## src/source/trig_cfg.svh

```systemverilog
`ifndef TRIG_CFG_SVH
`define TRIG_CFG_SVH

// samples per input word
`define TRIG_LANES 4
`define TRIG_SAMPLE_W 12
// each sample sits left-justified in its lane
`define TRIG_LANE_W 16

// capture window in words
`define TRIG_PRE_WORDS 4
`define TRIG_POST_WORDS 12
`define TRIG_CAP_WORDS (`TRIG_PRE_WORDS + `TRIG_POST_WORDS)
// header plus the captured words
`define TRIG_EVT_WORDS (`TRIG_CAP_WORDS + 1)

// baseline is the mean of 2**TRIG_BASE_LOG2 word minima
`define TRIG_BASE_LOG2 3
`define TRIG_THRESHOLD 200

`define TRIG_FIFO_DEPTH 64
`define TRIG_TS_W 16

`endif

```

## src/source/trig_sample_pkg.sv

```systemverilog
`default_nettype none

`include "trig_cfg.svh"

package trig_sample_pkg;

    typedef logic signed [`TRIG_SAMPLE_W-1:0] sample_t;
    typedef logic [`TRIG_LANES*`TRIG_LANE_W-1:0] word_t;
    typedef logic [`TRIG_TS_W-1:0] ts_t;
    typedef logic [31:0] evt_idx_t;

    // frame header, event index in the upper half
    typedef struct packed {
        evt_idx_t   evt_idx;
        logic [3:0] rsvd;
        sample_t    baseline;
        ts_t        ts;
    } header_t;

endpackage

`default_nettype wire

```

## src/source/adc_word_front.sv

```systemverilog
`default_nettype none

`include "trig_cfg.svh"

module adc_word_front (
    input  wire                            axis_aclk,
    input  wire                            rst,
    input  wire                            in_valid,
    input  wire trig_sample_pkg::word_t    in_data,
    output logic                           word_valid,
    output trig_sample_pkg::sample_t       word_min,
    output trig_sample_pkg::word_t         delayed_word
);
    import trig_sample_pkg::*;

    localparam int LANES = `TRIG_LANES;
    localparam int PRE   = `TRIG_PRE_WORDS;
    // low lane bits below the sample
    localparam int SKIP  = `TRIG_LANE_W - `TRIG_SAMPLE_W;

    // hist[0] is the current word, hist[PRE] the oldest one
    word_t   hist [PRE+1];
    // heap-ordered min tree, leaves start at LANES-1
    sample_t node [2*LANES-1];

    always_ff @(posedge axis_aclk)
    begin
        if (rst)
        begin
            word_valid <= 1'b0;
            for (int i = 0; i <= PRE; i++)
            begin
                hist[i] <= '0;
            end
        end
        else
        begin
            word_valid <= in_valid;
            if (in_valid)
            begin
                hist[0] <= in_data;
                for (int i = 1; i <= PRE; i++)
                begin
                    hist[i] <= hist[i-1];
                end
            end
        end
    end

    always_comb
    begin
        for (int l = 0; l < LANES; l++)
        begin
            node[LANES-1+l] = sample_t'(hist[0][l*`TRIG_LANE_W+SKIP +: `TRIG_SAMPLE_W]);
        end
        // reduce pairwise toward the root
        for (int n = LANES - 2; n >= 0; n--)
        begin
            node[n] = (node[2*n+1] < node[2*n+2]) ? node[2*n+1] : node[2*n+2];
        end
    end

    assign word_min     = node[0];
    assign delayed_word = hist[PRE];

endmodule

`default_nettype wire

```

## config.mk

```make
export PLATFORM = sky130hd
export DESIGN_NAME = adc_word_front
export DESIGN_NICKNAME = d
export VERILOG_FILES = /design/src/source/trig_sample_pkg.sv /design/src/source/adc_word_front.sv
export VERILOG_INCLUDE_DIRS = /design/src /design/src/source
export SDC_FILE = /design/constraint.sdc
export NUM_CORES = 1
export LEC_CHECK = 0
export BUFFER_PORTS_ARGS = -buffer_cell sky130_fd_sc_hd__clkbuf_2
export CORE_ASPECT_RATIO = 0.6
export CORE_MARGIN = 1.5
export CORE_UTILIZATION = 40
export CTS_CLUSTER_DIAMETER = 200
export CTS_CLUSTER_SIZE = 30
export DETAILED_ROUTE_END_ITERATION = 10
export PLACE_DENSITY_LB_ADDON = 0.08
export SLEW_MARGIN = 40
export SYNTH_ARGS = -nofsm -noshare
export SYNTH_HDL_FRONTEND = slang
export SYNTH_SLANG_ARGS = --single-unit
```

## constraint.sdc

```tcl
create_clock -name axis_aclk -period 4.9 [get_ports axis_aclk]
set_input_delay 0.245 -clock axis_aclk [delete_from_list [all_inputs] [get_ports axis_aclk]]
set_output_delay 0.245 -clock axis_aclk [all_outputs]
set_load 0.01 [all_outputs]
```

# ---- Word-level counts from Yosys, hierarchy flattened
# Memory sizes are Yosys's and may differ from the RTL's.
# Cells that the tools add are included.
dict set report totals {
  latch_bits 0
  elab_cells 23
  mem_bits_rw 320
  n_memories 1
  ff_bits 1
  mem_bits_ro 0
}
dict set report classes {
  mul 0
  shifts 0
  n_mux 13
  n_addsub 0
  reduce_logical 0
  order_cmp 3
  div 0
  eq_ne 0
  bitwise_logic 5
}
# memory depth width read_ports rd_clocked_by_memory_dff wr line
set mem_list {}
lappend mem_list {hist 5 64 5 0 5 adc_word_front.sv:22} ;# word_t hist [PRE+1];
# operator count
set ops {}
lappend ops {{64-bit 2-to-1 mux} 5}
lappend ops {{12-bit < comparator} 3}
lappend ops {{12-bit 2-to-1 mux} 3}
lappend ops {{1-bit 2-to-1 mux} 5}
lappend ops {{1-bit bitwise OR} 5}

# ---- Longest topological paths before layout
dict set report logic_depth {
  ltp_word 4
  mapped_depth 18
  depth_no_buf 16
}

# ---- Least setup slack after synthesis
# OpenSTA, ideal clock, no wires.
dict set report synth_timing {
  path_type {input to register}
  from {input rst}
  to {memory hist[0][0] (netlist name) (enable)}
  arrival_time_ns 4.093
  path_slack_ns 0.257
  n_path_buf 0
  setup_time_ns 0.550
  stages 1
  cell_sequence {or2_2}
}
# element line
set synth_rtl {}
lappend synth_rtl {{from (decl)} adc_word_front.sv:7} ;# input wire rst,
lappend synth_rtl {{to (decl)} adc_word_front.sv:22}

==> run_results.csv <==
group,metric,value,unit
route,dr_total_vias,6838,
power_and_ir_drop,switching_share,24.7,%
final_layout,n_antenna_cell,0,
power_and_ir_drop,intPower,0.00427,W
synth,ys_types,38,
clock_tree,root_buffer,"clkbuf_16",
die,chipWidth,241,um
place,dp_hpwl,15.3,mm
route,post_drt_wl_per_cell,15.9,um
flow_run,drv_cap,0,
power_and_ir_drop,p_clk_share,24.8,%
final_layout,drive_gt1_share,23.7,%
synth,netlist_area,13600,um^2
clock_tree,clkLatencyLatePin,0.52,ns
worst_setup_path,critical_path_class,"flop to primary output",
die,core_area,33600,um^2
power_and_ir_drop,p_leak,6.51,nW
worst_setup_path,cp-end-kind,"primary output",
power_and_ir_drop,pwr-share-seq,57.9,%
worst_setup_path,slowest_stage,"edfxtp_1",
die,die_h,146,um
die,dieArea,35200,um^2
worst_setup_path,crit_chain,"inv_1 -> ha_4 -> a21oi_2 -> o22ai_2 -> nor4b_2 -> buf_4 -> o22ai_4 -> buf_8 -> mux2i_2 -> inv_1 -> ha_1 -> nand3_1 -> nor3_4 -> and4_4 -> o31ai_1 -> a31oi_4 -> buf_12 -> mux2i_2 -> buf_2",
power_and_ir_drop,power_density,354,nW/um^2
final_layout,fill_cells,3002,
final_layout,design_area,16000,um^2
clock_tree,cts_buffers,14,
worst_setup_path,cp.arrival,4.47,ns
route,drc_errors,0,
place,place_area,14500,um^2
synth,avgSynthCellArea,14.8,um^2
clock_tree,cts_max_level,1,
route,drt_iter0_drc,441,
route,drt_wl_total,24.4,mm
synth,yosys_warnings,0,
power_and_ir_drop,p_switching,0.00140,W
timing,hold_viol,0,
synth,yosysSeqAreaShare,70.7,%
synth,synth_nets,1024,
die,ios,144,
worst_setup_path,start_kind,"flop",
global_route,grt_usage,13.5,%
global_route,grt_overflow,0,
global_route,antenna_found_initial,2,
route,antenna_left,0,
global_route,grt_pass1_wl,36.8,mm
global_route,grt_max_degree,185,
worst_setup_path,critPathMaxStageDelay,0.46,ns
timing,slew_viol_final,0,
synth,ys_ff_latch,321,
timing,period_share,96.3,%
place,place.gp.congestion,0.794,
global_route,first_global_vias,6354,
die,rows,52,
timing,fin_crit,4.72,ns
clock_tree,cts_buffer_depth,3,
timing,skew,0.0156,ns
synth,synthTopCellsByArea,"edfxtp_1 (71%), and2_1 (15%), buf_4 (3.5%), ha_1 (3.0%), mux2i_1 (2.4%)",
final_layout,nets,1173,
clock_tree,cts_tree,"yes",
timing,setup_violations,0,
worst_setup_path,required,4.66,ns
final_layout,syn_to_final_growth,17.5,%
synth,synth_top_cell_by_area,"edfxtp_1",
timing,clock.fmax,212,MHz
clock_tree,cts.sinks,321,
timing,relSlewSlack,51.0,%
synth,netlist.area_leader.share,70.5,%
die,start_util,40.5,%
worst_setup_path,cp_max_fo,6,
route,via_per_inst,4.45,
timing,holdWs,0.0235,ns
synth,syn_inst,924,
timing,tns,0,ns
clock_tree,path_clk_slew,0.12,ns
power_and_ir_drop,vdd_drop_max,187,uV
timing,worstMarginPinSlew,0.735,ns
hold_path,hold_path_class,"primary input to flop",
power_and_ir_drop,combPwrFrac,17.4,%
place,io_buffers,143,
status,status,"complete, no violations",
route,dr.pass1.iters,4,
[Yosys cell counts, drive strengths merged]
master	count
o21a	2
o22ai	3
inv	35
a211o	1
nor2b	5
nand2	13
o221ai	2
nor4b	1
o211a	1
o31ai	1
ha	33
o221a	1
nand2b	3
o21ai	6
edfxtp	320
dfxtp	1
a41oi	1
o211ai	2
nor2	4
clkbuf	36
buf	67
a21oi	10
mux2i	33
nor3	1
a31oi	1
nand3	9
a21o	1
a211oi	5
nor3b	2
nand3b	1
and2	320
and4	1
or2	2
[metrics by stage]
step | setup WS, ns | utilization [%] | power, W | instances
finish | 0.182 | 47.6 | 0.00567 | 1537
global route | -0.0743 | 47.6 | 0.00592 | 1537
CTS | 0.0163 | 45.9 | 0.00553 | 1514
detailed placement | -0.0492 | 43.1 | 0.00404 | 1443
global placement | 0.220 | 43.1 | 0.00404 | 1443
floorplan | 0.257 | - | 0.00381 | 924
[power groups by stage]
stage / Sequential, W / Clock (W) / Combinational [W]
after floorplan: 0.00332 / 0 / 0.000482
after global placement: 0.00334 / 0 / 0.000694
after detailed placement: 0.00334 / 0 / 0.000697
after CTS: 0.00328 / 0.00148 / 0.000770
after global routing: 0.00330 / 0.00155 / 0.00107
final: 0.00328 / 0.00140 / 0.000984
[state kept, by name, summed over array words and instances (netlist names)]
| register | count |
|---|---|
| word_valid | 1 |
| hist | 320 |
[path summary, 6_finish.rpt]
kind                 from      endpoint  slack, ns  depth (start not counted)
max           hist[0][29]   word_min[8]       0.18                         19
max reg2reg   hist[0][26]   hist[0][90]       3.90                          2
min reg2reg  hist[0][141]  hist[0][205]       0.52                          1
min           in_data[18]   hist[0][18]       0.02                          2
[cell usage in the layout, fill, tap and decap left out, types with 7 or more instances in the layout]
cell type      netlist  layout
and2_1             320     320
edfxtp_1           320     320
clkbuf_2             0     142
dlygate4sd3_1        0      46
buf_4               64      38
inv_1               35      35
ha_1                33      29
mux2i_4              0      20
clkbuf_16            0      16
nand2_1             13      12
nand3_1              9       8
mux2i_1             33       8
a21oi_1             10       7
[final cells by class]
class	instances	area, um^2	area share (%)
clock buffers	20	394	2.46
repair buffers	236	1630	10.2
well taps	459	574	3.59
inverters	35	131	0.820
clock inverters	1	11.3	0.0703
multi-input cells	465	3650	22.8
flip-flops and latches	321	9630	60.1
[cell families (layout without fill, tap and decap cells)]
group / count (synthesis) / in the layout / synth area share (%)
simple gates: 362 / 362 / 16.4
flops: 321 / 321 / 70.7
buf+inv: 138 / 292 / 5.64
compound gates: 37 / 37 / 1.90
fa+ha+maj: 33 / 33 / 3.03
mux: 33 / 33 / 2.42
[repair_timing]
action	CTS	global route
gates resized for setup	13	61
gates cloned	0	1
endpoints found under the setup margin	12	12
buffers inserted	4	21
hold buffers	46	0
pin swaps	3	7
hold endpoints to repair	46	0
[routing by layer]
layer | up-vias | track usage (%) | wire length, um
li1 | 3419 | - | -
met1 | 3292 | 21.4 | 12700
met2 | 105 | 19.4 | 10500
met3 | 22 | 2.45 | 889
met4 | 0 | 2.31 | 295
met5 | - | 0 | 0
[worst max-delay path: cells and delay by family (launching register included)]
kind                       cells  cell delay (ns)
AOI/OAI and AO/OA              5             0.72
buffers and inverters          6             0.91
muxes                          2             0.50
DFF                            1             0.46
and+or+nand+nor                4             0.83
adders and majority gates      2             0.51
(Power assumes the default switching activity.)
