<file path="src/source/trig_cfg.svh">
`ifndef TRIG_CFG_SVH
`define TRIG_CFG_SVH

// samples per input word
`define TRIG_LANES 4
`define TRIG_SAMPLE_W 12
// each sample sits left-justified in its lane
`define TRIG_LANE_W 16

// capture window in words
`define TRIG_PRE_WORDS 4
`define TRIG_POST_WORDS 12
`define TRIG_CAP_WORDS (`TRIG_PRE_WORDS + `TRIG_POST_WORDS)
// header plus the captured words
`define TRIG_EVT_WORDS (`TRIG_CAP_WORDS + 1)

// baseline is the mean of 2**TRIG_BASE_LOG2 word minima
`define TRIG_BASE_LOG2 3
`define TRIG_THRESHOLD 200

`define TRIG_FIFO_DEPTH 64
`define TRIG_TS_W 16

`endif

</file>
<file path="src/source/trig_sample_pkg.sv">
`default_nettype none

`include "trig_cfg.svh"

package trig_sample_pkg;

    typedef logic signed [`TRIG_SAMPLE_W-1:0] sample_t;
    typedef logic [`TRIG_LANES*`TRIG_LANE_W-1:0] word_t;
    typedef logic [`TRIG_TS_W-1:0] ts_t;
    typedef logic [31:0] evt_idx_t;

    // frame header, event index in the upper half
    typedef struct packed {
        evt_idx_t   evt_idx;
        logic [3:0] rsvd;
        sample_t    baseline;
        ts_t        ts;
    } header_t;

endpackage

`default_nettype wire

</file>
<file path="src/source/trig_ctrl_pkg.sv">
`default_nettype none

package trig_ctrl_pkg;

    typedef enum logic {
        LEARN,
        HOLD
    } base_state_t;

    typedef enum logic [1:0] {
        WAIT_BASE,
        ARMED,
        CAPTURE
    } trig_state_t;

    // tag stored next to every FIFO word
    typedef enum logic [1:0] {
        HEADER,
        DATA,
        TAIL
    } word_kind_t;

endpackage

`default_nettype wire

</file>
<file path="src/source/baseline_tracker.sv">
`default_nettype none

`include "trig_cfg.svh"

module baseline_tracker (
    input  wire                             axis_aclk,
    input  wire                             rst,
    input  wire                             word_valid,
    input  wire trig_sample_pkg::sample_t   word_min,
    output logic                            base_ready,
    output trig_sample_pkg::sample_t        baseline
);
    import trig_sample_pkg::*;
    import trig_ctrl_pkg::*;

    localparam int N_LOG2 = `TRIG_BASE_LOG2;
    localparam int ACC_W  = `TRIG_SAMPLE_W + N_LOG2;

    base_state_t             state;
    logic [N_LOG2-1:0]       word_cnt;
    logic signed [ACC_W-1:0] acc;
    logic signed [ACC_W-1:0] min_ext;
    logic signed [ACC_W-1:0] acc_next;
    logic                    last_word;

    assign min_ext   = {{N_LOG2{word_min[`TRIG_SAMPLE_W-1]}}, word_min};
    assign acc_next  = acc + min_ext;
    assign last_word = (state == LEARN) && word_valid && (word_cnt == '1);

    always_ff @(posedge axis_aclk)
    begin
        if (rst)
        begin
            state    <= LEARN;
            word_cnt <= '0;
            acc      <= '0;
        end
        else if (state == LEARN && word_valid)
        begin
            acc      <= acc_next;
            word_cnt <= word_cnt + 1'b1;
            if (last_word)
                state <= HOLD;
        end
    end

    // arithmetic shift gives the floor of the mean
    always_ff @(posedge axis_aclk)
    begin
        if (last_word)
            baseline <= sample_t'(acc_next >>> N_LOG2);
    end

    // frozen once learned
    assign base_ready = (state == HOLD);

endmodule

`default_nettype wire

</file>
<file path="config.mk">
export PLATFORM = sky130hd
export DESIGN_NAME = baseline_tracker
export DESIGN_NICKNAME = d
export VERILOG_FILES = /design/src/source/trig_sample_pkg.sv /design/src/source/trig_ctrl_pkg.sv /design/src/source/baseline_tracker.sv
export VERILOG_INCLUDE_DIRS = /design/src /design/src/source
export SDC_FILE = /design/constraint.sdc
export NUM_CORES = 1
export LEC_CHECK = 0
export ABC_AREA = 1
export BUFFER_PORTS_ARGS = -buffer_cell sky130_fd_sc_hd__buf_2
export CELL_PAD_IN_SITES_DETAIL_PLACEMENT = 0
export CELL_PAD_IN_SITES_GLOBAL_PLACEMENT = 1
export CORE_MARGIN = 2
export CORE_UTILIZATION = 35
export DETAILED_ROUTE_END_ITERATION = 10
export PLACE_DENSITY_LB_ADDON = 0.1
export SLEW_MARGIN = 20
export SYNTH_ARGS = -nofsm -noshare
export SYNTH_HDL_FRONTEND = slang
export SYNTH_SLANG_ARGS = --single-unit
</file>
<file path="constraint.sdc">
create_clock -name axis_aclk -period 1.79 [get_ports axis_aclk]
set_input_delay 0.179 -clock axis_aclk [delete_from_list [all_inputs] [get_ports axis_aclk]]
set_output_delay 0.179 -clock axis_aclk [all_outputs]
set_load 0.05 [all_outputs]
</file>
; Word-level counts from Yosys, hierarchy flattened
; Index checks and enable logic that the tools add are counted.
; W data, S select, Z words.
[op_classes]
n_bitwise = 1
n_addsub = 2
n_reduce_logical = 3
eq_ne = 1
[op_table]
columns = operator, count
row1 = $add A15 B12 Y15, 1
row2 = $add A3 B1 Y3 const B, 1
row3 = $eq A3 B3 Y1 const B, 1
row4 = $logic_and A1 B1 Y1, 2
row5 = $reduce_and A2 Y1, 1
row6 = $not A1 Y1, 1
[totals]
output_inout_bits = 13
input_bits = 15
wordCells = 11
regBits = 31

; Depth between registers and ports, before layout
; Gate-level depths: netlist of the first run.
[depth]
depth_word = 4
depth_mapped = 12
mapped_depth_nobuf = 12

; Worst setup path after synthesis of the first run
; Ideal clock, no wire load.
[synth_timing]
path_type = register to register
start = reg state (netlist: base_ready)
end = reg baseline[0], enable pin
slack_ns = -0.007
arrival_ns = 1.415
path_stages_with_launch = 4
n_path_buf = 0
t_required_ns = 1.408
period_less_slack_ns = 1.797
setup_time_ns = 0.382
cell_sequence = dfxtp_1 > nor2_2 > inv_1 > nor2_1
[synth_via]
elab_chain_cells = 3
[synth_lines]
columns = element, line
row1 = from (decl), baseline_tracker.sv:19  ; base_state_t state;
row2 = from (signal assigned), baseline_tracker.sv:34  ; state <= LEARN;
row3 = from (signal assigned), baseline_tracker.sv:43  ; state <= HOLD;
row4 = $not A1 Y1, baseline_tracker.sv:28  ; assign last_word = (state == LEARN) && word_valid && (word_cnt == '1);
row5 = $logic_and A1 B1 Y1 (2 in a row), baseline_tracker.sv:28
row6 = net last_word, baseline_tracker.sv:24  ; logic last_word;
row7 = to (signal assigned), baseline_tracker.sv:51  ; baseline <= sample_t'(acc_next >>> N_LOG2);
row8 = to (decl), baseline_tracker.sv:11  ; output trig_sample_pkg::sample_t baseline
; The timed path passes the listed nets, and every way through them passes these cells.
; A chain may end at the register's enable or synchronous reset.

; Worst setup path in the final report of the first run
[layout_timing]
start = reg acc[0]
end = reg baseline[11], data pin
[layout_via]
elab_chain_cells = 1
[layout_lines]
columns = element, line
row1 = from (decl), baseline_tracker.sv:21  ; logic signed [ACC_W-1:0] acc;
row2 = from (signal assigned), baseline_tracker.sv:40  ; acc <= acc_next;
row3 = $add A15 B12 Y15, baseline_tracker.sv:27  ; assign acc_next = acc + min_ext;
row4 = net acc_next[14], baseline_tracker.sv:23  ; logic signed [ACC_W-1:0] acc_next;
; The timed path passes the listed nets, and every way through them passes these cells.

==> flow_summary.ini, run 1 <==
[pwr]
power_density_nw_per_um2 = 821.0
leakage_uw = 0.001315
finalPower_uw = 1952
ir_drop_mv = 0.3490

[setup_path]
crit_arrival_ps = 1720
r2r_cells = 10
cp-end-kind = flop
criticalPathCategory = flop to flop
required_ps = 1830
reg2reg_setup_slack_ps = 120
path_max_fanout = 3
cp-start-kind = flop

[cts]
htreeDepth = 2
cts_root_buffer = clkbuf_8
cts_buffers = 5
clk_latency_ps = 290
cts.sinks = 31
cts_max_path_buffers = 2
clk_pin_slew_ps = 70
cts_tree = yes
ctsHoldBuffers = 0

[routing]
drtPass1Iterations = 4
drtAntennaViolNets = 0
drtIter0Drc = 43
avgRoutedWirePerCell_um = 11.11
vias = 1703
drc = 0
drt-total-wl_mm = 4.411
viasPerCell = 4.290

[global_route]
antenna_found_initial = 0
grt_max_degree = 26
gr-total-overflow = 0
grt_pass1_vias = 1615
grt_first_pass_wirelength_mm = 7.576
track_usage_pct = 15.84

[logic_synthesis]
yosysUniqueCellTypes = 23
synth-xor-area-share_pct = 3.870
synth_top_area_share_pct = 18.98
synthCells = 289
yosysWarningCount = 0
synth_top_family_by_area = simple AND/OR/NAND/NOR gates
yosys_most_used_dff = dfxtp_1
synth.area.mux_share_pct = 0
synth_edf_count = 12
synth_fp_nets = 321
seq_area_frac_synth_pct = 36.95
syn_avg_cell_area_um2 = 6.936
synth.most_common_cell = nand2_1
yosysTopAreaCell = dfxtp_1
netlist_top_cells_count = 79 x nand2_1, 54 x inv_1, 40 x nor2_1, 19 x dfxtp_1, 18 x nand3_1
synth-simple-area-share_pct = 30.71
synth_compound_area_share_pct = 5.868
synthAdderAreaFrac_pct = 10.99
ys_ff_latch = 31
synth-async-reset-ratio_pct = 0
syn_area_um2 = 2004
synth_area_leaders = dfxtp_1 19%, edfxtp_1 18%, nand2_1 15%, inv_1 10%, ha_1 10%

[die]
dieArea_um2 = 6348
core_um2 = 5507
die_h_um = 79.68
die_w_um = 79.68
rows = 27
ioPinCount = 28
start_util_pct = 36.40

[cells_and_area]
drive_gt1_share_pct = 19.08
fin_nets = 356
final_cells = 397
area_growth_pct = 18.60
antennaDiodeCount = 0
nFillCells = 596

[placement]
place_congestion = 0.7447
placed_cells = 388
dp_hpwl_mm = 3.450
io_buffers = 27

[worst_hold_path]
hold_class = input port to flop
hold_depth = 2

[sta]
period_minus_slack_ps = 1674
slew_headroom_pct = 72.73
period_share_pct = 93.52
rsz0062_at_grt = true
fin_skew_ps = 7.712
final-setup-viol-count = 0
fmax_ghz = 0.5973
tns_ps = 0
worst_hold_slack_ps = 181.6
hold_viol = 0
drv_slew = 0
tightest_slew_ps = 408.6

[outcome]
status = completed

[run]
max_cap_violations = 0
[registers in the layout (all words and copies together), names as in the netlist]
register / cells
word_cnt: 3
baseline: 12
acc: 15
base_ready: 1
[critical path, cell delays in order, from the launching register on]
cell and delay [ps]:
dfxtp_2 330, ha_4 160, fa_2 400, nand2_1 80
nand2_1 70, nand3_2 80, nand2_4 70, nand2_2 60
nand2_1 50, nand2_1 80, nand2_1 60
[per-layer routing]
| metal | GRT usage, % | up-vias | wire [um] |
|---|---|---|---|
| met1 | 21.01 | 713 | 2243 |
| met5 | 0 | - | 0 |
| met4 | 5.172 | 0 | 65 |
| met3 | 4.638 | 5 | 223 |
| li1 | - | 958 | - |
| met2 | 24.62 | 27 | 1879 |
[final timing paths]
path               startpoint           end
setup / recovery       acc[0]  baseline[11]
hold / removal            rst    base_ready
setup reg to reg       acc[0]  baseline[11]
hold reg to reg   word_cnt[0]   word_cnt[0]
[per-stage QoR]
stage	worst slack, ps	instance area (um2)	utilization, %
after detailed placement	-27.97	2243	40.74
after global routing	3.360	2377	43.17
after CTS	30.64	2326	42.24
final	115.9	2377	43.17
after floorplan	137.5	2007	-
after global placement	-1.734	2243	40.74
[report_power, final]
part,switching [uW],leakage [uW],internal (uW)
clock,251,0.0000395,276
combinational,372,0.00101,226
sequential,25.7,0.000266,801
total,649,0.00132,1300
[layout make-up]
type,instances,area [um2],share of cell area (%)
clock buffers,8,80.08,3.368
repair buffers,32,172.7,7.263
multi-input cells,197,1079,45.37
well taps,72,90.09,3.789
flip-flops and latches,31,742.0,31.21
inverters,57,214.0,9.000
[cells in the final DEF, fill, tap and decap left out, drive strengths merged]
master / n
or2: 1
dfxtp: 19
nand4: 2
clkbuf: 8
nand3: 19
nand2: 83
xor2: 4
o21bai: 1
ha: 16
edfxtp: 12
xnor2: 4
o21ai: 11
buf: 32
nor2: 44
a21oi: 11
fa: 1
inv: 57
[kinds of logic after synthesis]
logic type,after synthesis
simple gates,149
buf+inv,61
fa+ha+maj,17
flops,31
xor+xnor,8
compound gates,23
[timing repair]
| item | in CTS | in global routing |
|---|---|---|
| setup buffers | 0 | 1 |
| gates resized for setup | 1 | 12 |
| setup endpoints to repair | 3 | 9 |
| pin swaps | 0 | 4 |
Power figures use the tool's default switching activity.
==> run 2, diff against run 1 <==
Settings changed: MAX_ROUTING_LAYER set to met4.
==> flow_summary.ini, run 2 (synthesis results as in run 1) <==
[routing]
avgRoutedWirePerCell_um = 11.12
drtIter0Drc = 43
drt-total-wl_mm = 4.414
drtPass1Iterations = 4
vias = 1705
drc = 0
viasPerCell = 4.295
drtAntennaViolNets = 0

[cts]
clk_latency_ps = 290
cts_root_buffer = clkbuf_8
htreeDepth = 2
cts_tree = yes
cts_max_path_buffers = 2
cts.sinks = 31
clk_pin_slew_ps = 70
cts_buffers = 5

[die]
dieArea_um2 = 6348
start_util_pct = 36.40
rows = 27
ioPinCount = 28
die_w_um = 79.68
core_um2 = 5507
die_h_um = 79.68

[placement]
place_congestion = 0.7541
placed_cells = 388
place_ws_ps = -27.97
dp_hpwl_mm = 3.450
io_buffers = 27

[pwr]
ir_drop_mv = 0.3490
power_density_nw_per_um2 = 821.4
leakage_uw = 0.001315
finalPower_uw = 1953

[setup_path]
crit_arrival_ps = 1720
criticalPathCategory = flop to flop
path_max_fanout = 3
cp-end-kind = flop
cp-start-kind = flop
required_ps = 1830

[sta]
period_minus_slack_ps = 1674
tightest_slew_ps = 407.9
drv_slew = 0
rsz0062_at_grt = true
fmax_ghz = 0.5972
fin_skew_ps = 7.443
final-setup-viol-count = 0
setup_slack_ps = 115.5
slew_headroom_pct = 72.78
period_share_pct = 93.54
hold_viol = 0

[outcome]
status = completed

[global_route]
grt_first_pass_wirelength_mm = 7.569
grt_max_degree = 26
track_usage_pct = 16.27
gr-total-overflow = 0
antenna_found_initial = 0
grt_pass1_vias = 1616

[cells_and_area]
area_growth_pct = 18.60
largest_reg_flops = 15
final_cell_mix = 73 x nand2_1, 54 x inv_1, 39 x nor2_1, 27 x buf_2, 18 x dfxtp_1
fin_nets = 356
final_common_cell = nand2_1
drive_gt1_share_pct = 19.08
antennaDiodeCount = 0
top_register = acc
top_regs = acc x15, baseline x12, word_cnt x3
final_cells = 397
postLayoutCoreUtil_pct = 43.17

[run]
max_cap_violations = 0

[worst_hold_path]
hold_class = input port to flop
==> run 2: area by class of cell <==
cell class              count  area (um2)
clock buffers               8       80.08
fillers                   596        3129
repair buffers             32       172.7
inverters                  57       214.0
well taps                  72       90.09
multi-input cells         197        1079
flip-flops and latches     31       742.0
==> run 2: worst paths after layout <==
kind	start	slack, ps	end	cells after the start
max reg2reg	acc[0]	120	baseline[11]	10
min reg2reg	word_cnt[0]	470	word_cnt[0]	2
min	rst	180	base_ready	2
max	acc[0]	120	baseline[11]	10
==> run 2: per-layer routing <==
layer  GRT usage, %  wire, um  vias up
met5              -         0        -
met4          5.172        65        0
met3          4.186       192        5
met2          24.62      1883       27
met1          21.29      2273      715
li1               -         -      958
==> run 2: what timing repair did <==
item / CTS / global route
buffers inserted: 0 / 1
pin swaps: 0 / 4
resized for setup: 1 / 12
hold endpoints to repair: 0 / 0
hold buffers: 0 / 0
endpoints found under the setup margin: 3 / 9
==> run 2: per-stage QoR <==
| stage | cell area [um2] | setup TNS (ps) | hold slack, ps |
|---|---|---|---|
| 6_report | 2377 | 0 | 181.1 |
| 5_1_grt | 2377 | 0 | 199.1 |
| 4_1_cts | 2326 | 0 | 180.4 |
| 3_5_place_dp | 2243 | -27.97 | 460.9 |
| 2_1_floorplan | 2007 | 0 | 338.5 |
| 3_3_place_gp | 2243 | -1.734 | 459.4 |
==> run 2: power breakdown <==
part | leakage, uW | switching [uW] | internal (uW) | total (uW)
clock | 0.0000395 | 252 | 276 | 527
sequential | 0.000266 | 25.7 | 801 | 827
combinational | 0.00101 | 372 | 227 | 599
==> run 2: worst max-delay path, cell delays in order (launching register included) <==
cell and delay (ps):
dfxtp_2 330, ha_4 160, fa_2 400, nand2_1 80, nand2_1 70, nand3_2 80, nand2_4 70, nand2_2 60
nand2_1 50, nand2_1 80, nand2_1 60
