**src/source/trig_cfg.svh**
```systemverilog
`ifndef TRIG_CFG_SVH
`define TRIG_CFG_SVH

// samples per input word
`define TRIG_LANES 4
`define TRIG_SAMPLE_W 12
// each sample sits left-justified in its lane
`define TRIG_LANE_W 16

// capture window in words
`define TRIG_PRE_WORDS 4
`define TRIG_POST_WORDS 12
`define TRIG_CAP_WORDS (`TRIG_PRE_WORDS + `TRIG_POST_WORDS)
// header plus the captured words
`define TRIG_EVT_WORDS (`TRIG_CAP_WORDS + 1)

// baseline is the mean of 2**TRIG_BASE_LOG2 word minima
`define TRIG_BASE_LOG2 3
`define TRIG_THRESHOLD 200

`define TRIG_FIFO_DEPTH 64
`define TRIG_TS_W 16

`endif

```
**src/source/trig_sample_pkg.sv**
```systemverilog
`default_nettype none

`include "trig_cfg.svh"

package trig_sample_pkg;

    typedef logic signed [`TRIG_SAMPLE_W-1:0] sample_t;
    typedef logic [`TRIG_LANES*`TRIG_LANE_W-1:0] word_t;
    typedef logic [`TRIG_TS_W-1:0] ts_t;
    typedef logic [31:0] evt_idx_t;

    // frame header, event index in the upper half
    typedef struct packed {
        evt_idx_t   evt_idx;
        logic [3:0] rsvd;
        sample_t    baseline;
        ts_t        ts;
    } header_t;

endpackage

`default_nettype wire

```
**src/source/trig_ctrl_pkg.sv**
```systemverilog
`default_nettype none

package trig_ctrl_pkg;

    typedef enum logic {
        LEARN,
        HOLD
    } base_state_t;

    typedef enum logic [1:0] {
        WAIT_BASE,
        ARMED,
        CAPTURE
    } trig_state_t;

    // tag stored next to every FIFO word
    typedef enum logic [1:0] {
        HEADER,
        DATA,
        TAIL
    } word_kind_t;

endpackage

`default_nettype wire

```
**src/source/frame_packer.sv**
```systemverilog
`default_nettype none

module frame_packer (
    input  wire                              axis_aclk,
    input  wire                              rst,
    input  wire                              rd_valid,
    input  wire trig_sample_pkg::word_t      rd_data,
    input  wire trig_ctrl_pkg::word_kind_t   rd_kind,
    output logic                             rd_pop,
    output logic                             out_valid,
    output trig_sample_pkg::word_t           out_data,
    output logic                             out_user,
    output logic                             out_last,
    input  wire                              out_ready
);
    import trig_ctrl_pkg::*;

    logic load;

    // output slot is free or being taken this cycle
    assign load   = rd_valid && (!out_valid || out_ready);
    assign rd_pop = load;

    always_ff @(posedge axis_aclk)
    begin
        if (rst)
        begin
            out_valid <= 1'b0;
            out_user  <= 1'b0;
            out_last  <= 1'b0;
        end
        else if (load)
        begin
            out_valid <= 1'b1;
            out_user  <= (rd_kind == HEADER);
            out_last  <= (rd_kind == TAIL);
        end
        else if (out_ready)
        begin
            out_valid <= 1'b0;
            out_user  <= 1'b0;
            out_last  <= 1'b0;
        end
    end

    // held while the sink stalls
    always_ff @(posedge axis_aclk)
    begin
        if (load)
            out_data <= rd_data;
    end

endmodule

`default_nettype wire

```
**config.mk**
```make
export PLATFORM = sky130hd
export DESIGN_NAME = frame_packer
export DESIGN_NICKNAME = d
export VERILOG_FILES = /design/src/source/trig_sample_pkg.sv /design/src/source/trig_ctrl_pkg.sv /design/src/source/frame_packer.sv
export VERILOG_INCLUDE_DIRS = /design/src /design/src/source
export SDC_FILE = /design/constraint.sdc
export NUM_CORES = 1
export LEC_CHECK = 0
export ABC_CLOCK_PERIOD_IN_PS = 3650
export BUFFER_PORTS_ARGS = -buffer_cell sky130_fd_sc_hd__clkbuf_2
export CAP_MARGIN = 20
export CORE_MARGIN = 2
export CORE_UTILIZATION = 40
export DETAILED_ROUTE_END_ITERATION = 7
export GPL_TIMING_DRIVEN = 0
export PLACE_DENSITY = 0.77
export RECOVER_POWER = 25
export REMOVE_ABC_BUFFERS = 1
export SLEW_MARGIN = 20
export SYNTH_ARGS = -nofsm -noshare
export SYNTH_HDL_FRONTEND = slang
export SYNTH_SLANG_ARGS = --single-unit
```
**constraint.sdc**
```tcl
create_clock -name axis_aclk -period 3.65 [get_ports axis_aclk]
set_input_delay 0.365 -clock axis_aclk [delete_from_list [all_inputs] [get_ports axis_aclk]]
set_output_delay 0.365 -clock axis_aclk [all_outputs]
set_load 0.1 [all_outputs]
```
Word-level counts from Yosys, hierarchy flattened
Cells that the tools add are included.
{ "word_totals": {"romBits": 0, "output_inout_bits": 68, "mem_bits_rw": 0, "memories": 0, "reg_bits": 67, "elab_cells": 14, "latchBits": 0} }
{ "classes": {"mul": 0, "n_bitwise": 0, "n_div": 0, "shift": 0, "n_mux": 4, "order_cmp": 0, "n_eq_ne": 1, "add_sub_neg": 0, "reduce_logical": 5} }
{ "op_table": {"columns": ["operator", "n"], "rows": [
  ["$mux W1", 4],
  ["$eq A2 B2 Y1 const B", 1],
  ["$logic_not A2 Y1", 1],
  ["$reduce_bool A2 Y1", 1],
  ["$logic_and A1 B1 Y1", 1],
  ["$logic_not A1 Y1", 1],
  ["$logic_or A1 B1 Y1", 1]
]} }

Depth between registers and ports, before layout
Gate-level depths: netlist of the first run.
{ "depth": {"word_depth": 4, "depth_mapped": 3} }

Worst setup path before layout of the first run
OpenSTA, ideal clock, no wires.
{ "synth_timing": {"path_type": "reg-to-reg", "from": "reg out_valid", "to": "reg out_data[0] (enable)", "arrival_ns": 1.639, "path_stages_with_launch": 3, "setup_time_ns": 0.387, "setup_slack_ns": 1.623, "cell_sequence": "dfxtp_1 > nand2b_4 > and2_4"} }
{ "synth_via": {"elab_chain_cells": 3} }
{ "synth_rtl": {"columns": ["element", "line", "source"], "rows": [
  ["start, declared", "frame_packer.sv:10", "output logic out_valid,"],
  ["start signal, assigned", "frame_packer.sv:28", "out_valid <= 1'b0;"],
  ["start signal, assigned", "frame_packer.sv:34", "out_valid <= 1'b1;"],
  ["start signal, assigned", "frame_packer.sv:40", "out_valid <= 1'b0;"],
  ["$logic_not A1 Y1", "frame_packer.sv:21", "assign load = rd_valid && (!out_valid || out_ready);"],
  ["$logic_or A1 B1 Y1", "frame_packer.sv:21", null],
  ["$logic_and A1 B1 Y1", "frame_packer.sv:21", null],
  ["net rd_pop", "frame_packer.sv:9", "output logic rd_pop,"],
  ["end signal, assigned", "frame_packer.sv:50", "out_data <= rd_data;"],
  ["end, declared", "frame_packer.sv:11", "output trig_sample_pkg::word_t out_data,"]
]} }
The timed path passes the listed nets, and every way through them passes these cells.
A chain may end at the register's enable or synchronous reset.

Final worst setup path of the first run
{ "layout_timing": {"from": "reg out_valid", "to": "out rd_pop"} }
{ "layout_via": {"elab_chain_cells": 3} }
{ "layout_rtl": {"columns": ["element", "line"], "rows": [
  ["$logic_not A1 Y1", "frame_packer.sv:21"],
  ["$logic_or A1 B1 Y1", "frame_packer.sv:21"],
  ["$logic_and A1 B1 Y1", "frame_packer.sv:21"],
  ["end, declared", "frame_packer.sv:9"]
]} }
No other way between the ends.

==> flow_summary.ini, run 1 <==
[outcome]
run_status = complete, no violations

[yosys]
cell_variety_after_synth = 10
syn-mean-instance-area_um2 = 26.09
yosysSeqAreaShare = 0.9617
leading_cell_types_by_count_after_synthesis = 64 x edfxtp_1, 3 x dfxtp_1, 3 x inv_1
ys_async_sr_fraction = 0
edff_count_synth = 64
synth_seq_cells = 67
synth.largest_area_cell = edfxtp_1
share_of_the_synthesized_area_in_the_top_cell_type = 0.9326
mapped_area_mm2 = 0.002061
yosys-top-cells-area = edfxtp_1 93%, dfxtp_1 2.9%, o41ai_1 0.85%
postSynthCellCount = 79
synthMostInstantiatedCell = edfxtp_1
yosys_warnings = 0
synth_flop_cell = edfxtp_1

[sta]
report.final.slew_viol_count = 0
finalSetupViolCount = 0
totalNegativeSetupSlack_ns = 0
tightest_slew_ns = 0.8257
timing.fmax_ghz = 0.4150
min_cycle_time_layout_ns = 2.410
grt_setup_unrepaired = no
worst_slew_margin_rel = 0.4495
fin_skew_ns = 0.005347
layout_worst_path_cycle_share = 0.6602
timing.final.hold_violations = 0
final.setup.worst_slack_ns = 1.240

[power_and_ir_drop]
p_sw_mw = 0.6280
p_total_mw = 1.908
power_per_cell_area_mw_per_mm2 = 630.3
static_leakage_nw = 1.342
power.ir.vdd_worst_mv = 0.3320
seqPwrFrac = 0.475
power_switching_share = 0.3291
internal-power_mw = 1.280
clkPwrFrac = 0.309
p_comb_frac = 0.216

[route]
wire_per_inst_um = 13.85
first_iter_violations = 85
drt-total-wl_um = 4182
routed_via_count_divided_by_cell_count = 4.232
detailroute.via_count = 1278
remaining_design_rule_violation_count = 0
ant_nets = 0
detailedRoute.firstPassIterationCount = 4

[floorplan]
io_pins = 138
design.core.area_mm2 = 0.005042
starting_density_of_the_core = 0.4087
chipHeight_um = 75.78
floorplan.die.width_um = 75.78
std_cell_rows = 26
dieArea_mm2 = 0.005742

[clocking]
cts_tree = built
post-cts-setup-buffer-count = 0
number_of_cells_upsized_or_downsized_after_cts = 0
worst_skew_pair_later_pin_latency_ns = 0.32
htree_num_levels = 3
post_cts_hold_buffer_count = 0
cts_buffers = 9
cts_root_buf = clkbuf_8
number_of_sinks_on_the_clock_net = 67
cts.clk_slew.worst_paths_ns = 0.07
cts_max_path_buffers = 2

[global_route]
grt_use_met2 = 0.2375
grt_resource_usage_total = 0.1505
number_of_global_route_vias_before_repair = 1299
grt_first_pass_wirelength_um = 5968
antenna_found_initial = 0
grt_util_met1 = 0.1544
global_route.usage.met3 = 0.09259
gr-total-overflow = 0
globalRoute.busiestLayer = met2
largest_net_degree_at_the_start_of_global_routing = 68

[setup_path]
critical_path.reg2reg.startpoint = out_valid
worst-endpoint-arrival_ns = 2.04
worst_setup_path_end_kind = output pin
critical_path.slowest_cell = and2_4
cp_slowest_stage_delay_ns = 0.68
timing.reg2reg.worst_path_depth = 2
startpoint_of_the_worst_setup_timing_path = out_valid
worst-path-max-fanout = 67
cp_data_required_time_ns = 3.28
series_of_cell_instances_along_the_critical_path = nand2b_4 -> and2_4 -> clkbuf_2
worstSetupPathType = flop to output pin
startpoint_type_of_the_worst_setup_path = flop

[finish]
antenna_cells = 0
syn2layout_area_growth_pct = 46.93
design.final.nets = 297
fraction_of_final_layout_cells_sized_beyond_drive_strength_1 = 0.6638
final_cell_area_mm2 = 0.003028

[run]
max_cap_viols = 0

[place]
gpl.final_weighted_congestion = 0.7722
placement.setup.worst_slack_ns = 1.348
place.port_buffers = 137
dpl_cell_area_mm2 = 0.002834

[min_path]
worstHoldStart = rd_data[7]
hold_path_class = primary input to flop
timing.hold.worst_path_depth = 1
==> kinds of logic (layout without fill, tap and decap cells) <==
family | after synthesis | count (layout) | synth area share
compound gates | 3 | 3 | 0.01093
flops | 67 | 67 | 0.9617
simple gates | 6 | 6 | 0.02186
buf+inv | 3 | 156 | 0.005464
==> power groups by stage <==
stage | Clock (mW) | Combinational, mW | Sequential [mW]
after floorplan | 0 | 0.0231 | 1.23
after global placement | 0 | 0.412 | 0.921
after detailed placement | 0 | 0.415 | 0.925
after CTS | 0.608 | 0.415 | 0.908
after global routing | 0.634 | 0.427 | 0.912
final | 0.589 | 0.413 | 0.907
==> registers in the layout (all words and copies together), names as in the netlist <==
register and cells:
out_data 64, out_last 1, out_user 1, out_valid 1
==> cells in the final DEF, fill, tap and decap left out, drive strengths merged <==
| cell type | netlist | layout |
|---|---|---|
| clkbuf | 0 | 148 |
| edfxtp | 64 | 64 |
| inv | 3 | 3 |
| clkinv | 0 | 3 |
| dfxtp | 3 | 3 |
| nand3 | 2 | 2 |
| o41ai | 2 | 2 |
| nand2b | 1 | 1 |
| and2 | 1 | 1 |
| a21oi | 1 | 1 |
| nor3 | 1 | 1 |
| nor3b | 1 | 1 |
| bufinv | 0 | 1 |
| clkinvlp | 0 | 1 |
==> area by class of cell <==
cell class	instances	area, um2
multi-input combinational	9	67.56
tap	70	87.58
clock buffer	11	141.4
sequential	67	1982
fill	408	2014
clock inverter	5	52.55
timing repair buffer	137	685.7
inverter	3	11.26
==> worst paths after layout <==
| check | slack [ns] | to |
|---|---|---|
| min | 0.21 | out_data[7] |
| max reg2reg | 2.14 | out_data[16] |
| min reg2reg | 0.48 | out_user |
| max | 1.24 | rd_pop |
==> metrics by stage <==
step,utilization,std cells,hold slack (ns)
global route,0.6005,302,0.1915
global placement,0.5620,286,0.4529
CTS,0.6005,302,0.1985
detailed placement,0.5620,286,0.4742
floorplan,-,79,0.4341
finish,0.6005,302,0.2124
==> worst max-delay path, delay by kind of cell, from the launching register on <==
kind          cells  cell delay [ns]
buf+inv           1             0.59
flops             1             0.33
simple gates      2             0.76
==> per-layer routing <==
layer | routed length (um) | share of wire
met1 | 1434 | 0.34
met2 | 2113 | 0.51
met3 | 577 | 0.14
met4 | 57 | 0.014
met5 | 0 | 0
Power figures use the tool's default switching activity.
==> inputs of run 2 (changes only) <==
--- a/config.mk
+++ b/config.mk
@@ -6,7 +6,7 @@
 export SDC_FILE = /design/constraint.sdc
 export NUM_CORES = 1
 export LEC_CHECK = 0
-export ABC_CLOCK_PERIOD_IN_PS = 3650
+export ABC_CLOCK_PERIOD_IN_PS = 2400
 export BUFFER_PORTS_ARGS = -buffer_cell sky130_fd_sc_hd__clkbuf_2
 export CAP_MARGIN = 20
 export CORE_MARGIN = 2
==> constraint.sdc (replaced) <==
create_clock -name axis_aclk -period 2.4 [get_ports axis_aclk]
set_input_delay 0.24 -clock axis_aclk [delete_from_list [all_inputs] [get_ports axis_aclk]]
set_output_delay 0.24 -clock axis_aclk [all_outputs]
set_load 0.1 [all_outputs]
==> run 2 against run 1 <==
Combinational power grew 53%. Register-to-register slack got worse by 1.2 ns. Sequential share of layout area is 0.16 points lower. Worst hold slack worse by 0.13 ns. Wire length grew 3.7%. Via count grew 1.4%. Clock power increased by 53%. Critical path depth is the same. Clock skew about the same. First-iteration DRC count fell by 38%. Total power is 52% higher. Final area is 0.25% higher. Largest cell class unchanged.
==> flow_summary.ini, run 2 (synthesis results as in run 1) <==
[outcome]
run_status = complete, no violations

[setup_path]
cp_data_required_time_ns = 2.16
worstSetupPathType = flop to output pin
worst_setup_path_end_kind = output pin
critical_path.reg2reg.startpoint = out_valid
worst-endpoint-arrival_ns = 1.73
startpoint_of_the_worst_setup_timing_path = out_valid
startpoint_type_of_the_worst_setup_path = flop
worst-path-max-fanout = 34

[clocking]
worst_skew_pair_later_pin_latency_ns = 0.33
number_of_sinks_on_the_clock_net = 67
post-cts-setup-buffer-count = 0
cts_root_buf = clkbuf_8
cts.clk_slew.worst_paths_ns = 0.07
cts_max_path_buffers = 2
post_cts_hold_buffer_count = 0
htree_num_levels = 3
cts_tree = built
cts_buffers = 9
number_of_cells_upsized_or_downsized_after_cts = 0

[global_route]
number_of_global_route_vias_before_repair = 1299
largest_net_degree_at_the_start_of_global_routing = 68
grt_resource_usage_total = 0.1505
grt_first_pass_wirelength_um = 5968
gr-total-overflow = 0
antenna_found_initial = 0

[floorplan]
io_pins = 138
chipHeight_um = 75.78
starting_density_of_the_core = 0.4087
std_cell_rows = 26
design.core.area_mm2 = 0.005042
floorplan.die.width_um = 75.78
dieArea_mm2 = 0.005742

[route]
detailroute.via_count = 1296
ant_nets = 0
first_iter_violations = 53
routed_via_count_divided_by_cell_count = 4.277
detailedRoute.firstPassIterationCount = 4
drt-total-wl_um = 4336
remaining_design_rule_violation_count = 0
wire_per_inst_um = 14.31

[power_and_ir_drop]
power_per_cell_area_mw_per_mm2 = 957.8
p_total_mw = 2.907
power.ir.vdd_worst_mv = 0.5064
static_leakage_nw = 1.345

[place]
place.port_buffers = 137
gpl.final_weighted_congestion = 0.7722

[sta]
totalNegativeSetupSlack_ns = 0
layout_worst_path_cycle_share = 0.8194
worst_slew_margin_rel = 0.5003
report.final.slew_viol_count = 0
finalSetupViolCount = 0
grt_setup_unrepaired = no
timing.final.hold_violations = 0
tightest_slew_ns = 0.7496
fin_skew_ns = 0.005566
timing.fmax_ghz = 0.5085
min_cycle_time_layout_ns = 1.966

[run]
max_cap_viols = 0

[finish]
layout_commonest_cell = clkbuf_2
max_flop_register = out_data
syn2layout_area_growth_pct = 47.30
filler_cell_count = 409
antenna_cells = 0
largest_reg_flops = 64
fraction_of_final_layout_cells_sized_beyond_drive_strength_1 = 0.6652
most-common-layout-cells = 137 x clkbuf_2, 64 x edfxtp_1, 10 x clkbuf_8
design.final.nets = 298
sequential_cell_area_mm2 = 0.001982
area_used_by_multi_input_combinational_logic_um2 = 75.07

[min_path]
worstHoldStart = rd_data[7]
hold_path_class = primary input to flop
==> run 2: layout make-up <==
| type | count | area share |
|---|---|---|
| inverter | 3 | 0.003710 |
| sequential | 67 | 0.6529 |
| tap | 70 | 0.02885 |
| timing repair buffer | 137 | 0.2259 |
| clock buffer | 11 | 0.04658 |
| multi-input combinational | 10 | 0.02473 |
| clock inverter | 5 | 0.01731 |
==> run 2: critical path, stage by stage, from the launching register on <==
cell      delay, ns
dfxtp_1        0.33
nand2b_4       0.09
and2_4         0.43
clkbuf_2       0.54
==> run 2: routing by layer <==
layer / up-vias / routed length, um / global-route usage
li1: 613 / - / -
met1: 591 / 1519 / 0.1544
met2: 85 / 2171 / 0.2375
met3: 7 / 588 / 0.09259
met4: 0 / 57 / 0.08187
met5: - / 0 / 0
==> run 2: path summary, 6_finish.rpt <==
kind                                      to  depth (start not counted)  slack (ns)
worst max-delay path                  rd_pop                          3        0.43
worst min-delay path             out_data[7]                          1        0.08
worst max register to register  out_data[31]                          2        0.96
worst min register to register      out_user                          2        0.48
==> run 2: where the power goes <==
| group | internal, mW | switching [mW] |
|---|---|---|
| Sequential | 1.36 | 0.0174 |
| Combinational | 0.0838 | 0.546 |
| Clock | 0.503 | 0.396 |
==> run 2: stage by stage <==
| stage | hold WS (ns) | instance area, um2 | utilization | std cells | setup slack [ns] |
|---|---|---|---|---|---|
| 2_1_floorplan | 0.3091 | 2061 | - | 79 | 0.3734 |
| 3_3_place_gp | 0.4166 | 2834 | 0.5620 | 286 | 0.3840 |
| 3_5_place_dp | 0.4186 | 2834 | 0.5620 | 286 | 0.3478 |
| 4_1_cts | 0.07347 | 3028 | 0.6005 | 302 | 0.09307 |
| 5_1_grt | 0.06654 | 3035 | 0.6020 | 303 | 0.3282 |
| 6_report | 0.08419 | 3035 | 0.6020 | 303 | 0.4335 |
==> inputs of run 3 (changes only) <==
--- a/config.mk
+++ b/config.mk
@@ -6,7 +6,7 @@
 export SDC_FILE = /design/constraint.sdc
 export NUM_CORES = 1
 export LEC_CHECK = 0
-export ABC_CLOCK_PERIOD_IN_PS = 2400
+export ABC_CLOCK_PERIOD_IN_PS = 1960
 export BUFFER_PORTS_ARGS = -buffer_cell sky130_fd_sc_hd__clkbuf_2
 export CAP_MARGIN = 20
 export CORE_MARGIN = 2
==> constraint.sdc (replaced) <==
create_clock -name axis_aclk -period 1.96 [get_ports axis_aclk]
set_input_delay 0.196 -clock axis_aclk [delete_from_list [all_inputs] [get_ports axis_aclk]]
set_output_delay 0.196 -clock axis_aclk [all_outputs]
set_load 0.1 [all_outputs]
==> run 3 against run 2 <==
Global-route usage rose by 0.39 points. Count of clock-buffer cells in the layout did not move. Final area about the same. Core utilization about the same. Critical path depth stayed put. Critical path type unchanged.
==> flow_summary.ini, run 3 (synthesis results as in run 1) <==
[setup_path]
worstSetupPathType = flop to output pin
critical_path.slowest_cell = and2_4
cp_slowest_stage_delay_ns = 0.44
cp_data_required_time_ns = 1.76
timing.critical_path.max_delay_family = simple AND/OR/NAND/NOR gates
worst_setup_path_end_kind = output pin
critical_path_buf_inv_count = 1
worst-path-max-fanout = 34
worst-endpoint-arrival_ns = 1.63
startpoint_type_of_the_worst_setup_path = flop
series_of_cell_instances_along_the_critical_path = nand2b_4 -> and2_4 -> clkbuf_4

[route]
routed_via_count_divided_by_cell_count = 4.294
first_iter_violations = 55
detailroute.via_count = 1301
met3WireLength_um = 569
met2WireLength_um = 2165
detailedRoute.firstPassIterationCount = 4
drt-total-wl_um = 4341
met1_length_um = 1545
ant_nets = 0
wire_per_inst_um = 14.33
highest_layer = met4
remaining_design_rule_violation_count = 0

[sta]
report.final.slew_viol_count = 0
fin_skew_ns = 0.005620
timing.fmax_ghz = 0.5473
grt_setup_unrepaired = no
worst_slew_margin_rel = 0.4914
timing.final.hold_violations = 0
finalSetupViolCount = 0
layout_worst_path_cycle_share = 0.9322
min_cycle_time_layout_ns = 1.827
totalNegativeSetupSlack_ns = 0
final.setup.worst_slack_ns = 0.1329
tightest_slew_ns = 0.7629

[finish]
antenna_cells = 0
max_flop_register = out_data
most-common-layout-cells = 136 x clkbuf_2, 64 x edfxtp_1, 10 x clkbuf_8
fraction_of_final_layout_cells_sized_beyond_drive_strength_1 = 0.6652
design.final.nets = 298
final_util = 0.6025
syn2layout_area_growth_pct = 47.42
largest_reg_flops = 64
post_layout_nonfiller_instances = 303
layout_commonest_cell = clkbuf_2

[global_route]
number_of_global_route_vias_before_repair = 1320
grt_first_pass_wirelength_um = 6141
largest_net_degree_at_the_start_of_global_routing = 35
grt_resource_usage_total = 0.1545
antenna_found_initial = 0
gr-total-overflow = 0

[floorplan]
starting_density_of_the_core = 0.4087
io_pins = 138
floorplan.die.width_um = 75.78
dieArea_mm2 = 0.005742
std_cell_rows = 26
design.core.area_mm2 = 0.005042
chipHeight_um = 75.78

[clocking]
cts.clk_slew.worst_paths_ns = 0.07
cts_buffers = 9
cts_root_buf = clkbuf_8
number_of_sinks_on_the_clock_net = 67
cts_tree = built
cts_max_path_buffers = 2
worst_skew_pair_later_pin_latency_ns = 0.33
htree_num_levels = 3
post-cts-setup-buffer-count = 0

[place]
gpl.final_weighted_congestion = 0.7722
placement.setup.worst_slack_ns = -0.004250
place.port_buffers = 137
placed_cells = 286

[run]
max_cap_viols = 0

[power_and_ir_drop]
static_leakage_nw = 1.345
power_per_cell_area_mw_per_mm2 = 1172
power.ir.vdd_worst_mv = 0.6268
p_total_mw = 3.561

[min_path]
hold_path_class = primary input to flop

[outcome]
run_status = complete, no violations
==> run 3: cell counts in the layout (fill, tap and decap cells not counted) <==
Identical to the previous run, type by type.
==> run 3: cell type report <==
class                           instances  area [um2]
Fill cell                             407        2004
Sequential cell                        67        1982
Timing Repair Buffer                  137       688.2
Clock buffer                           11       141.4
Tap cell                               70       87.58
Multi-Input combinational cell         10       75.07
Clock inverter                          5       52.55
Inverter                                3       11.26
==> run 3: repair_timing <==
item                       in CTS  in global routing
resized for setup               1                  0
setup endpoints to repair       1                  0
hold buffers                    0                  0
==> run 3: power by group <==
part / switching (mW) / leakage (nW) / internal (mW)
logic: 0.670 / 0.602 / 0.103
registers: 0.0215 / 0.644 / 1.67
clock network: 0.484 / 0.0991 / 0.616
==> run 3: final timing paths <==
kind / start / endpoint / slack [ns] / cells past startpoint
min: rd_data[7] / out_data[7] / 0.04 / 1
max: out_valid / rd_pop / 0.13 / 3
min reg2reg: out_user / out_user / 0.48 / 2
max reg2reg: out_valid / out_data[56] / 0.51 / 2
==> run 3: routing by layer <==
metal,vias to the layer above,track usage
met5,-,0
met4,0,0.08187
met3,7,0.09259
met2,85,0.2443
met1,596,0.1606
li1,613,-
==> run 3: stage by stage <==
step                area [um2]  hold slack, ns
global placement          2834          0.3726
CTS                       3038         0.02947
finish                    3038         0.03962
global route              3038         0.02254
floorplan                 2061          0.2651
detailed placement        2834          0.3746
